**src/rtl/goomba_pkg.sv**
```systemverilog
`default_nettype none

package goomba_pkg;

    typedef logic [9:0]  coord_t;   // Screen coordinate
    typedef logic [23:0] color_t;   // RGB pixel

    typedef enum logic [2:0]
    {
        WALK_LEFT_A,
        WALK_LEFT_B,
        WALK_RIGHT_A,
        WALK_RIGHT_B,
        DYING,
        GONE
    } goomba_pose_e;

    // Playfield
    localparam coord_t X_MIN       = 10'd0;
    localparam coord_t X_MAX       = 10'd639;
    localparam coord_t X_START     = 10'd400;
    localparam coord_t GROUND_Y    = 10'd384;
    localparam coord_t SPRITE_SIZE = 10'd32;
    localparam coord_t X_STEP      = 10'd2;   // Per frame

    // Frame counts
    localparam int DECIDE_TICKS = 4;
    localparam int DEAD_TICKS   = 4;

    localparam int DECIDE_CNT_W = (DECIDE_TICKS > 1) ? $clog2(DECIDE_TICKS) : 1;
    localparam int DEAD_CNT_W   = (DEAD_TICKS > 1) ? $clog2(DEAD_TICKS) : 1;

    typedef logic [DECIDE_CNT_W-1:0] decide_cnt_t;
    typedef logic [DEAD_CNT_W-1:0]   dead_cnt_t;

    localparam decide_cnt_t DECIDE_LAST = decide_cnt_t'(DECIDE_TICKS - 1);
    localparam dead_cnt_t   DEAD_LAST   = dead_cnt_t'(DEAD_TICKS - 1);

endpackage

`default_nettype wire

```
**src/rtl/goomba_if.sv**
```systemverilog
`timescale 1ns/1ns
`default_nettype none

interface goomba_if;

    import goomba_pkg::*;

    coord_t x;
    coord_t y;
    logic   phase_b;   // Second foot pose
    logic   dead;
    logic   gone;

    modport walker
    (
        output x,
        output y,
        output phase_b,
        output dead,
        output gone
    );

    // Hit test and sprite colour
    modport viewer
    (
        input x,
        input y,
        input phase_b,
        input dead,
        input gone
    );

endinterface

`default_nettype wire

```
**src/rtl/goomba_tick_timer.sv**
```systemverilog
`timescale 1ns/1ns
`default_nettype none

module goomba_tick_timer
(
    input  logic Clk,
    input  logic reset,
    input  logic frame_clk,
    output logic tick,
    output logic decide
);

    import goomba_pkg::*;

    logic        frame_clk_d;
    logic        frame_rise;
    decide_cnt_t tick_cnt;

    assign frame_rise = frame_clk && !frame_clk_d;

    always_ff @(posedge Clk)
    begin
        frame_clk_d <= frame_clk;   // Previous frame clock level
    end

    always_ff @(posedge Clk)
    begin
        if (reset)
        begin
            tick     <= 1'b0;
            decide   <= 1'b0;
            tick_cnt <= '0;
        end
        else
        begin
            tick   <= frame_rise;
            decide <= frame_rise && (tick_cnt == DECIDE_LAST);
            if (frame_rise)
            begin
                tick_cnt <= (tick_cnt == DECIDE_LAST) ? '0 : tick_cnt + 1'b1;
            end
        end
    end

endmodule

`default_nettype wire

```
**src/rtl/goomba_walker.sv**
```systemverilog
`timescale 1ns/1ns
`default_nettype none

module goomba_walker
(
    input  logic              Clk,
    input  logic              reset,
    input  logic              tick,
    input  logic              decide,
    input  logic              alive,
    input  goomba_pkg::coord_t player_x,
    goomba_if.walker          state
);

    import goomba_pkg::*;

    goomba_pose_e pose;
    goomba_pose_e pose_next;
    coord_t       x_pos;
    coord_t       x_next;
    coord_t       y_pos;
    coord_t       y_next;
    dead_cnt_t    dead_cnt;
    dead_cnt_t    dead_cnt_next;

    logic facing_right;
    logic face_right;
    logic phase_b;
    logic phase_next;
    logic turn;

    assign facing_right = (pose == WALK_RIGHT_A) || (pose == WALK_RIGHT_B);
    assign phase_b      = (pose == WALK_LEFT_B) || (pose == WALK_RIGHT_B);

    always_comb
    begin
        pose_next     = pose;
        x_next        = x_pos;
        y_next        = y_pos;
        dead_cnt_next = dead_cnt;
        face_right    = facing_right;
        turn          = 1'b0;
        phase_next    = phase_b;

        if (tick)
        begin
            case (pose)
                WALK_LEFT_A, WALK_LEFT_B, WALK_RIGHT_A, WALK_RIGHT_B:
                begin
                    if (!alive)
                    begin
                        pose_next     = DYING;   // Stops where it stands
                        dead_cnt_next = '0;
                    end
                    else
                    begin
                        if (x_pos <= X_MIN)
                        begin
                            face_right = 1'b1;
                            turn       = 1'b1;
                        end
                        else if (x_pos + SPRITE_SIZE >= X_MAX)
                        begin
                            face_right = 1'b0;
                            turn       = 1'b1;
                        end
                        else if (decide)
                        begin
                            face_right = !(player_x < x_pos);   // Chase the player
                            turn       = 1'b1;
                        end

                        phase_next = phase_b ^ turn;
                        if (face_right)
                        begin
                            pose_next = phase_next ? WALK_RIGHT_B : WALK_RIGHT_A;
                            x_next    = x_pos + X_STEP;
                        end
                        else
                        begin
                            pose_next = phase_next ? WALK_LEFT_B : WALK_LEFT_A;
                            x_next    = x_pos - X_STEP;
                        end
                    end
                end

                DYING:
                begin
                    if (dead_cnt == DEAD_LAST)
                    begin
                        pose_next = GONE;
                        x_next    = '0;
                        y_next    = '0;
                    end
                    else
                    begin
                        dead_cnt_next = dead_cnt + 1'b1;
                    end
                end

                GONE:
                begin
                    x_next = '0;
                    y_next = '0;
                end

                default:
                begin
                    pose_next = GONE;   // Unused encodings
                end
            endcase
        end
    end

    always_ff @(posedge Clk)
    begin
        if (reset)
        begin
            pose     <= WALK_LEFT_A;
            x_pos    <= X_START;
            y_pos    <= GROUND_Y;
            dead_cnt <= '0;
        end
        else
        begin
            pose     <= pose_next;
            x_pos    <= x_next;
            y_pos    <= y_next;
            dead_cnt <= dead_cnt_next;
        end
    end

    assign state.x       = x_pos;
    assign state.y       = y_pos;
    assign state.phase_b = phase_b;
    assign state.dead    = (pose == DYING) || (pose == GONE);
    assign state.gone    = (pose == GONE);

endmodule

`default_nettype wire

```
**src/rtl/goomba_hit_test.sv**
```systemverilog
`timescale 1ns/1ns
`default_nettype none

module goomba_hit_test
(
    input  goomba_pkg::coord_t draw_x,
    input  goomba_pkg::coord_t draw_y,
    input  goomba_pkg::coord_t scroll_x,
    goomba_if.viewer           state,
    output logic               on_sprite
);

    import goomba_pkg::*;

    coord_t scan_x;    // Scan column in world space
    coord_t right_x;
    coord_t bottom_y;
    logic   in_cols;
    logic   in_rows;

    assign scan_x   = draw_x + scroll_x;
    assign right_x  = state.x + SPRITE_SIZE;
    assign bottom_y = state.y + SPRITE_SIZE;

    // Left edge exclusive, right edge inclusive
    assign in_cols = (state.x < scan_x) && (scan_x <= right_x);

    // Both rows exclusive
    assign in_rows = (draw_y > state.y) && (draw_y < bottom_y);

    assign on_sprite = in_cols && in_rows;

endmodule

`default_nettype wire

```
**src/rtl/goomba_sprite_select.sv**
```systemverilog
`timescale 1ns/1ns
`default_nettype none

module goomba_sprite_select
(
    input  logic               Clk,
    input  logic               reset,
    input  goomba_pkg::color_t color_a,
    input  goomba_pkg::color_t color_b,
    input  goomba_pkg::color_t color_dead,
    goomba_if.viewer           state,
    output goomba_pkg::color_t pixel
);

    import goomba_pkg::*;

    color_t pixel_next;

    always_comb
    begin
        if (state.gone)
        begin
            pixel_next = '0;   // Nothing drawn
        end
        else if (state.dead)
        begin
            pixel_next = color_dead;
        end
        else if (state.phase_b)
        begin
            pixel_next = color_b;
        end
        else
        begin
            pixel_next = color_a;
        end
    end

    always_ff @(posedge Clk)
    begin
        if (reset)
        begin
            pixel <= color_a;   // Left foot
        end
        else
        begin
            pixel <= pixel_next;
        end
    end

endmodule

`default_nettype wire

```
**src/rtl/goomba_top.sv**
```systemverilog
`timescale 1ns/1ns
`default_nettype none

module goomba_top
(
    input  logic               Clk,
    input  logic               reset,
    input  logic               frame_clk,
    input  logic               alive,
    input  goomba_pkg::coord_t player_x,
    input  goomba_pkg::coord_t draw_x,
    input  goomba_pkg::coord_t draw_y,
    input  goomba_pkg::coord_t scroll_x,
    input  goomba_pkg::color_t color_a,
    input  goomba_pkg::color_t color_b,
    input  goomba_pkg::color_t color_dead,
    output logic               on_sprite,
    output goomba_pkg::coord_t goomba_x,
    output goomba_pkg::coord_t goomba_y,
    output goomba_pkg::color_t pixel
);

    logic tick;
    logic decide;   // Only with tick

    goomba_if goomba_state ();

    goomba_tick_timer u_tick_timer
    (
        .Clk       (Clk),
        .reset     (reset),
        .frame_clk (frame_clk),
        .tick      (tick),
        .decide    (decide)
    );

    goomba_walker u_walker
    (
        .Clk      (Clk),
        .reset    (reset),
        .tick     (tick),
        .decide   (decide),
        .alive    (alive),
        .player_x (player_x),
        .state    (goomba_state.walker)
    );

    goomba_hit_test u_hit_test
    (
        .draw_x    (draw_x),
        .draw_y    (draw_y),
        .scroll_x  (scroll_x),
        .state     (goomba_state.viewer),
        .on_sprite (on_sprite)
    );

    goomba_sprite_select u_sprite_select
    (
        .Clk        (Clk),
        .reset      (reset),
        .color_a    (color_a),
        .color_b    (color_b),
        .color_dead (color_dead),
        .state      (goomba_state.viewer),
        .pixel      (pixel)
    );

    // Position for the game logic
    assign goomba_x = goomba_state.x;
    assign goomba_y = goomba_state.y;

endmodule

`default_nettype wire

```
**config.mk**
```make
export PLATFORM = sky130hd
export DESIGN_NAME = goomba_top
export DESIGN_NICKNAME = d
export VERILOG_FILES = /design/src/rtl/goomba_pkg.sv /design/src/rtl/goomba_if.sv /design/src/rtl/goomba_tick_timer.sv /design/src/rtl/goomba_walker.sv /design/src/rtl/goomba_hit_test.sv /design/src/rtl/goomba_sprite_select.sv /design/src/rtl/goomba_top.sv
export SDC_FILE = /design/constraint.sdc
export NUM_CORES = 1
export LEC_CHECK = 0
export ABC_AREA = 0
export BUFFER_PORTS_ARGS = -buffer_cell sky130_fd_sc_hd__buf_4
export CAP_MARGIN = 20
export CORE_MARGIN = 4
export CORE_UTILIZATION = 40
export CTS_CLUSTER_SIZE = 28
export DETAILED_ROUTE_END_ITERATION = 7
export PLACE_DENSITY = 0.73
export SYNTH_ARGS = -nofsm -noshare
export SYNTH_HDL_FRONTEND = slang
export SYNTH_SLANG_ARGS = --single-unit
```
**constraint.sdc**
```tcl
create_clock -name Clk -period 3.1 [get_ports Clk]
set_clock_uncertainty 0.2 [all_clocks]
set_input_delay 0.31 -clock Clk [delete_from_list [all_inputs] [get_ports Clk]]
set_output_delay 0.31 -clock Clk [all_outputs]
set_load 0.01 [all_outputs]
```
==> flow_summary.ini, run 1 <==
[run_status]
status = finished, violations left
violations = setup timing

[routing]
first_pass_iters = 5
met1Wirelength_um = 4320
wl_met3_um = 813
topRoutingLayerUsed = met4
antenna_left = 0
met2WireLength_um = 6070
via_per_inst = 5.25
first_iter_violations = 156
wl_um = 11400
wl_per_cell_um = 15.1
num_vias = 3981
drc = 0

[synth]
synth_cells = 455
ys_ff_latch = 44
synth-simple-area-share_pct = 17.5
async_flop_share_pct = 0
synth_fa_ha_area_share_pct = 18.6
yosysUniqueCellTypes = 49
syn_avg_cell_area_um2 = 7.73
synth_compound_area_share_pct = 25.2
synth_area_um2 = 3520
yosys_most_used_dff = dfxtp_1
synth_mux_area_share_pct = 0.854
synth-xor-area-share_pct = 4.98
ys_warn_count = 0
synth_top_family_by_area = compound AO/OA/AOI/OAI gates
ys_seq_area_share_pct = 25.0
synth_edf_count = 0

[sta]
fin_crit_ps = 3650
max-slew-margin-rel_pct = 46.5
tightest_slew_ps = 803
timing.fmax_ghz = 0.274
drv_slew = 0
rsz0062_at_grt = true
setup_viol = 3
fin_crit_sh_pct = 118
setup_ws_ps = -549
hold_viol = 0
fin_setup_tns_ps = -659

[clock_network]
clk_latency_ps = 300
tritoncts = done
cts-root-buf = clkbuf_8
cts.htree.levels = 2
cts_max_path_buffers = 2
clk_pin_slew_worst_paths_ps = 100
numCtsBuffers = 5
clkSinkCount = 44

[setup_path]
critPathMaxFanout = 2
reg2reg_slack_ps = -80
r2r-end = u_walker.state.x[9]$_SDFFE_PP0P_
worstSetupPathType = input pin to primary output
worst_path_max_delay_cell = fa_2
crit_start = scroll_x[0]
cp-start-kind = input pin
path_cells = buf_6 -> ha_4 -> inv_2 -> fa_2 -> nor2b_1 -> o21ai_1 -> nand2b_1 -> and2_4 -> o21ai_2 -> a211o_1 -> xnor2_1 -> ha_1 -> nor2b_1 -> o21ai_1 -> o2111ai_1 -> a221o_1 -> a31oi_2 -> buf_4
required_ps = 2590
critPathCaptureType = primary output
cp_slowest_stage_delay_ps = 360
r2r_start = u_walker.state.x[3]$_SDFFE_PP0P_
r2r_cells = 17
endpoint = on_sprite
critPathArrivalTime_ps = 3140

[power_and_ir_drop]
ir_worst_vdd_uv = 227
power_density_nw_per_um2 = 309
leakage_nw = 2.65
power_mw = 1.71

[grt]
grt-ovfl-total = 0
grt_max_degree = 44
grt_pass1_vias = 4052
grt_pass1_wl_um = 18000
track_usage_pct = 21.5
antenna_found_initial = 0

[die]
dieArea_um2 = 10400
io_pins = 161
core_area_um2 = 8380
die_w_um = 102
rows = 33
fp.dieH_um = 102
start_util_pct = 42.0

[layout]
num-fill-cells = 669
regArea_um2 = 900
area_delta_synth_final_pct = 57.5
drive_gt1_share_pct = 42.4
fin_util_pct = 66.1
diodes = 0
multiInputGateArea_um2 = 2650
num-nets-final = 819

[run]
max_cap_viol_count = 0

[place]
gp_congestion = 0.888
place_ws_ps = -655
port_buffers = 150
place_hpwl_um = 8980

[min_path]
worstHoldPathType = input pin to flop
==> layer usage <==
layer / up-vias / GRT usage, %
li1: 1981 / -
met1: 1826 / 22.8
met2: 149 / 42.9
met3: 25 / 3.03
met4: 0 / 6.54
met5: - / 0
==> power by group <==
part           internal [mW]  leakage, nW  total (mW)  switching [mW]
sequential             0.597        0.367       0.612          0.0141
clock                  0.264       0.0614       0.477           0.213
combinational          0.341         2.22       0.623           0.282
==> worst max-delay path: cells and delay by family <==
kind                     cells  cell delay [ps]
buffers and inverters        3              250
AO/OA/AOI/OAI                7             1120
adder cells (fa/ha/maj)      3              810
AND/OR/NAND/NOR              4              490
XOR/XNOR                     1              140
==> logic make-up after synthesis <==
logic type | count (synthesis)
AO/OA/AOI/OAI | 145
XOR/XNOR | 20
adder cells (fa/ha/maj) | 51
buffers and inverters | 60
flip-flops | 44
multiplexers | 3
other | 1
AND/OR/NAND/NOR | 131
==> area by class of cell <==
class	instances	share of cell area [%]
Inverter	30	2.03
Sequential cell	44	16.2
Multi-Input combinational cell	359	47.9
Timing Repair Buffer	212	29.3
Clock buffer	6	1.49
Tap cell	105	2.37
Clock inverter	2	0.700
==> cell usage after synthesis, types with 6 or more instances <==
cell type / n / area share (%)
a21oi_1: 49 / 7.0
ha_1: 49 / 17
nor2_1: 48 / 5.1
dfxtp_1: 44 / 25
o21ai_0: 40 / 5.7
nand2_1: 33 / 3.5
a22oi_1: 27 / 5.8
inv_1: 27 / 2.9
clkbuf_1: 12 / 1.3
xnor2_1: 12 / 3.0
buf_4: 10 / 2.1
nor3_1: 10 / 1.4
a21o_1: 9 / 1.9
nand3_1: 8 / 1.1
xor2_1: 8 / 2.0
nand2b_1: 7 / 1.2
nor2b_1: 7 / 1.2
buf_1: 6 / 0.64
==> how the worst min path moves through the flow <==
stage,from,end,slack (ps),cells past startpoint
after CTS,color_a[8],u_sprite_select.pixel[8]$_DFF_P_,4,3
after global routing,color_a[6],u_sprite_select.pixel[6]$_DFF_P_,30,3
final,color_a[8],u_sprite_select.pixel[8]$_DFF_P_,1,3
after global placement,frame_clk,u_tick_timer.frame_clk_d$_DFF_P_,230,1
after detailed placement,frame_clk,u_tick_timer.frame_clk_d$_DFF_P_,230,1
after floorplan,frame_clk,u_tick_timer.frame_clk_d$_DFF_P_,140,0
==> registers in the layout, indices dropped and copies added (netlist names) <==
register / cells
u_sprite_select.pixel: 24
u_tick_timer.decide: 1
u_tick_timer.frame_clk_d: 1
u_tick_timer.tick: 1
u_tick_timer.tick_cnt: 2
u_walker.dead_cnt: 2
u_walker.pose: 3
u_walker.state.x: 9
u_walker.state.y: 1
==> what timing repair did <==
| item | in CTS | in global routing |
|---|---|---|
| hold buffers | 1 | 0 |
| endpoints found under the hold margin | 1 | 0 |
| setup endpoints to repair | 5 | 6 |
| buffers inserted | 10 | 1 |
| pin swaps | 36 | 9 |
| resized for setup | 36 | 8 |
==> metrics by stage <==
step,hold slack (ps),cell area [um^2],std cells
final,1.09,5540,758
after global routing,28.7,5540,758
after CTS,4.48,5510,757
after detailed placement,227,5100,740
after global placement,227,5100,740
after floorplan,138,3610,463
==> placed cells by master, fill, tap and decap left out, types with 3 or more instances in the layout <==
cell      netlist  final
xnor2_1        12     12
clkbuf_8        0      6
buf_6           1      7
nand4_1         3      3
dfxtp_4         0      3
ha_1           49     35
inv_2           3      7
nor2_1         48     48
inv_1          27     23
nand2b_1        7      7
dfxtp_2         0      6
conb_1          1      9
ha_4            0     13
a21oi_1        49     41
a22oi_1        27     27
xor2_1          8      8
nand3_1         8      7
a21oi_2         0      8
nor2b_1         7      7
o21ai_1         1      8
nand2_1        33     33
buf_4          10    204
o21ai_0        40     32
a21o_1          9      9
dfxtp_1        44     35
nor3_1         10      9
mux2i_1         3      3
Note: power is estimated with default switching activity, not from simulation.
==> run 2, diff against run 1 <==
Settings changed: SKIP_CTS_REPAIR_TIMING from default to 1.
==> run 2 against run 1 <==
Against the previous run: the run still ends with setup timing left; sequential power about the same; core utilization down 1.1 points; combinational power hardly changed; critical path type unchanged; largest cell class unchanged; largest power group unchanged.
==> flow_summary.ini, run 2 (synthesis results as in run 1) <==
[die]
rows = 33
dieArea_um2 = 10400
core_area_um2 = 8380
die_w_um = 102
start_util_pct = 42.0
fp.dieH_um = 102
io_pins = 161

[clock_network]
cts_max_path_buffers = 2
tritoncts = done
clkSinkCount = 44
numCtsBuffers = 5
cts-root-buf = clkbuf_8
cts.htree.levels = 2
clk_latency_ps = 300
clk_pin_slew_worst_paths_ps = 100

[run_status]
violations = setup timing
status = finished, violations left

[grt]
track_usage_pct = 20.2
antenna_found_initial = 0
grt_max_degree = 44
grt_pass1_wl_um = 17000
grt_pass1_vias = 3866
grt-ovfl-total = 0

[sta]
setup_ws_ps = -588
setup_viol = 3
fin_crit_ps = 3690
fin_crit_sh_pct = 119
drv_slew = 0
max-slew-margin-rel_pct = 47.1
hold_viol = 0
rsz0062_at_grt = true
timing.fmax_ghz = 0.271
tightest_slew_ps = 793
hold_ws_ps = 0.743

[layout]
largest_register = u_sprite_select.pixel
largest_reg_flops = 24
area_delta_synth_final_pct = 54.9
drive_gt1_share_pct = 41.2
diodes = 0
final_cell_mix = buf_4, nor2_1, a21oi_1
final_area_um2 = 5450
num-fill-cells = 692
multiInputGateArea_um2 = 2600
num-nets-final = 816
final_common_cell = buf_4
regArea_um2 = 897
fin_util_pct = 65.0

[setup_path]
worstSetupPathType = input pin to primary output
reg2reg_slack_ps = -100
cp-start-kind = input pin
endpoint = on_sprite
critPathCaptureType = primary output
critPathArrivalTime_ps = 3180
crit_start = scroll_x[0]
required_ps = 2590
critPathMaxFanout = 2
r2r_cells = 15
r2r-end = u_walker.state.x[9]$_SDFFE_PP0P_
r2r_start = u_walker.state.x[8]$_SDFFE_PP1P_

[place]
gp_congestion = 0.888
dpl_cell_area_um2 = 5100
place_hpwl_um = 8980
port_buffers = 150
place_ws_ps = -655

[power_and_ir_drop]
p_int_mw = 1.20
ir_worst_vdd_uv = 226
power_mw = 1.71
switching_share_pct = 29.8
p_switching_uw = 511
leakage_nw = 2.63
p_seq_share_pct = 35.7
combPwrFrac_pct = 36.3
power_density_nw_per_um2 = 315
pwr-share-clk_pct = 28.0

[routing]
first_iter_violations = 152
antenna_left = 0
num_vias = 3959
first_pass_iters = 4
wl_per_cell_um = 14.9
wl_um = 11300
via_per_inst = 5.24
drc = 0

[min_path]
worstHoldPathType = input pin to flop

[run]
max_cap_viol_count = 0
## run 2: per-layer routing
| metal | vias to the layer above | wire length [um] | GRT usage [%] |
|---|---|---|---|
| li1 | 1978 | - | - |
| met1 | 1828 | 4310 | 22.2 |
| met2 | 131 | 5950 | 39.5 |
| met3 | 22 | 773 | 3.10 |
| met4 | 0 | 226 | 5.93 |
| met5 | - | 0 | 0 |
## run 2: power groups by stage
stage | Combinational (mW) | Clock [mW] | Sequential [mW]
6_report | 0.622 | 0.481 | 0.612
5_1_grt | 0.689 | 0.505 | 0.615
4_1_cts | 0.590 | 0.484 | 0.612
3_5_place_dp | 0.587 | 0 | 0.625
3_3_place_gp | 0.568 | 0 | 0.624
2_1_floorplan | 0.287 | 0 | 0.642
## run 2: worst min-delay path by stage
stage	start	to	slack (ps)	depth (start not counted)
global route	color_a[6]	u_sprite_select.pixel[6]$_DFF_P_	30	3
CTS	frame_clk	u_tick_timer.frame_clk_d$_DFF_P_	-90	1
floorplan	frame_clk	u_tick_timer.frame_clk_d$_DFF_P_	140	0
detailed placement	frame_clk	u_tick_timer.frame_clk_d$_DFF_P_	230	1
finish	color_a[6]	u_sprite_select.pixel[6]$_DFF_P_	0.7	3
global placement	frame_clk	u_tick_timer.frame_clk_d$_DFF_P_	230	1
## run 2: stage by stage
stage	instances	TNS (ps)
floorplan	463	-281
global placement	740	-1290
detailed placement	740	-1560
CTS	748	-1570
global route	755	-1720
finish	755	-720
## run 2: area by class of cell
type	count	share of cell area [%]
Sequential cell	44	16.5
Timing Repair Buffer	209	29.2
Inverter	30	2.07
Tap cell	105	2.41
Clock inverter	2	0.712
Clock buffer	6	1.52
Multi-Input combinational cell	359	47.6
## run 2: worst max-delay path, cell delays in order
cell,delay (ps)
buf_6,70
ha_4,130
inv_2,40
fa_2,360
nor2b_1,120
o21ai_1,70
nand2b_1,90
and2_4,160
o21ai_4,60
a211o_1,280
xnor2_1,200
ha_1,270
nor2b_1,140
o21ai_1,130
o2111ai_1,130
a221o_1,310
a31oi_2,160
buf_4,150
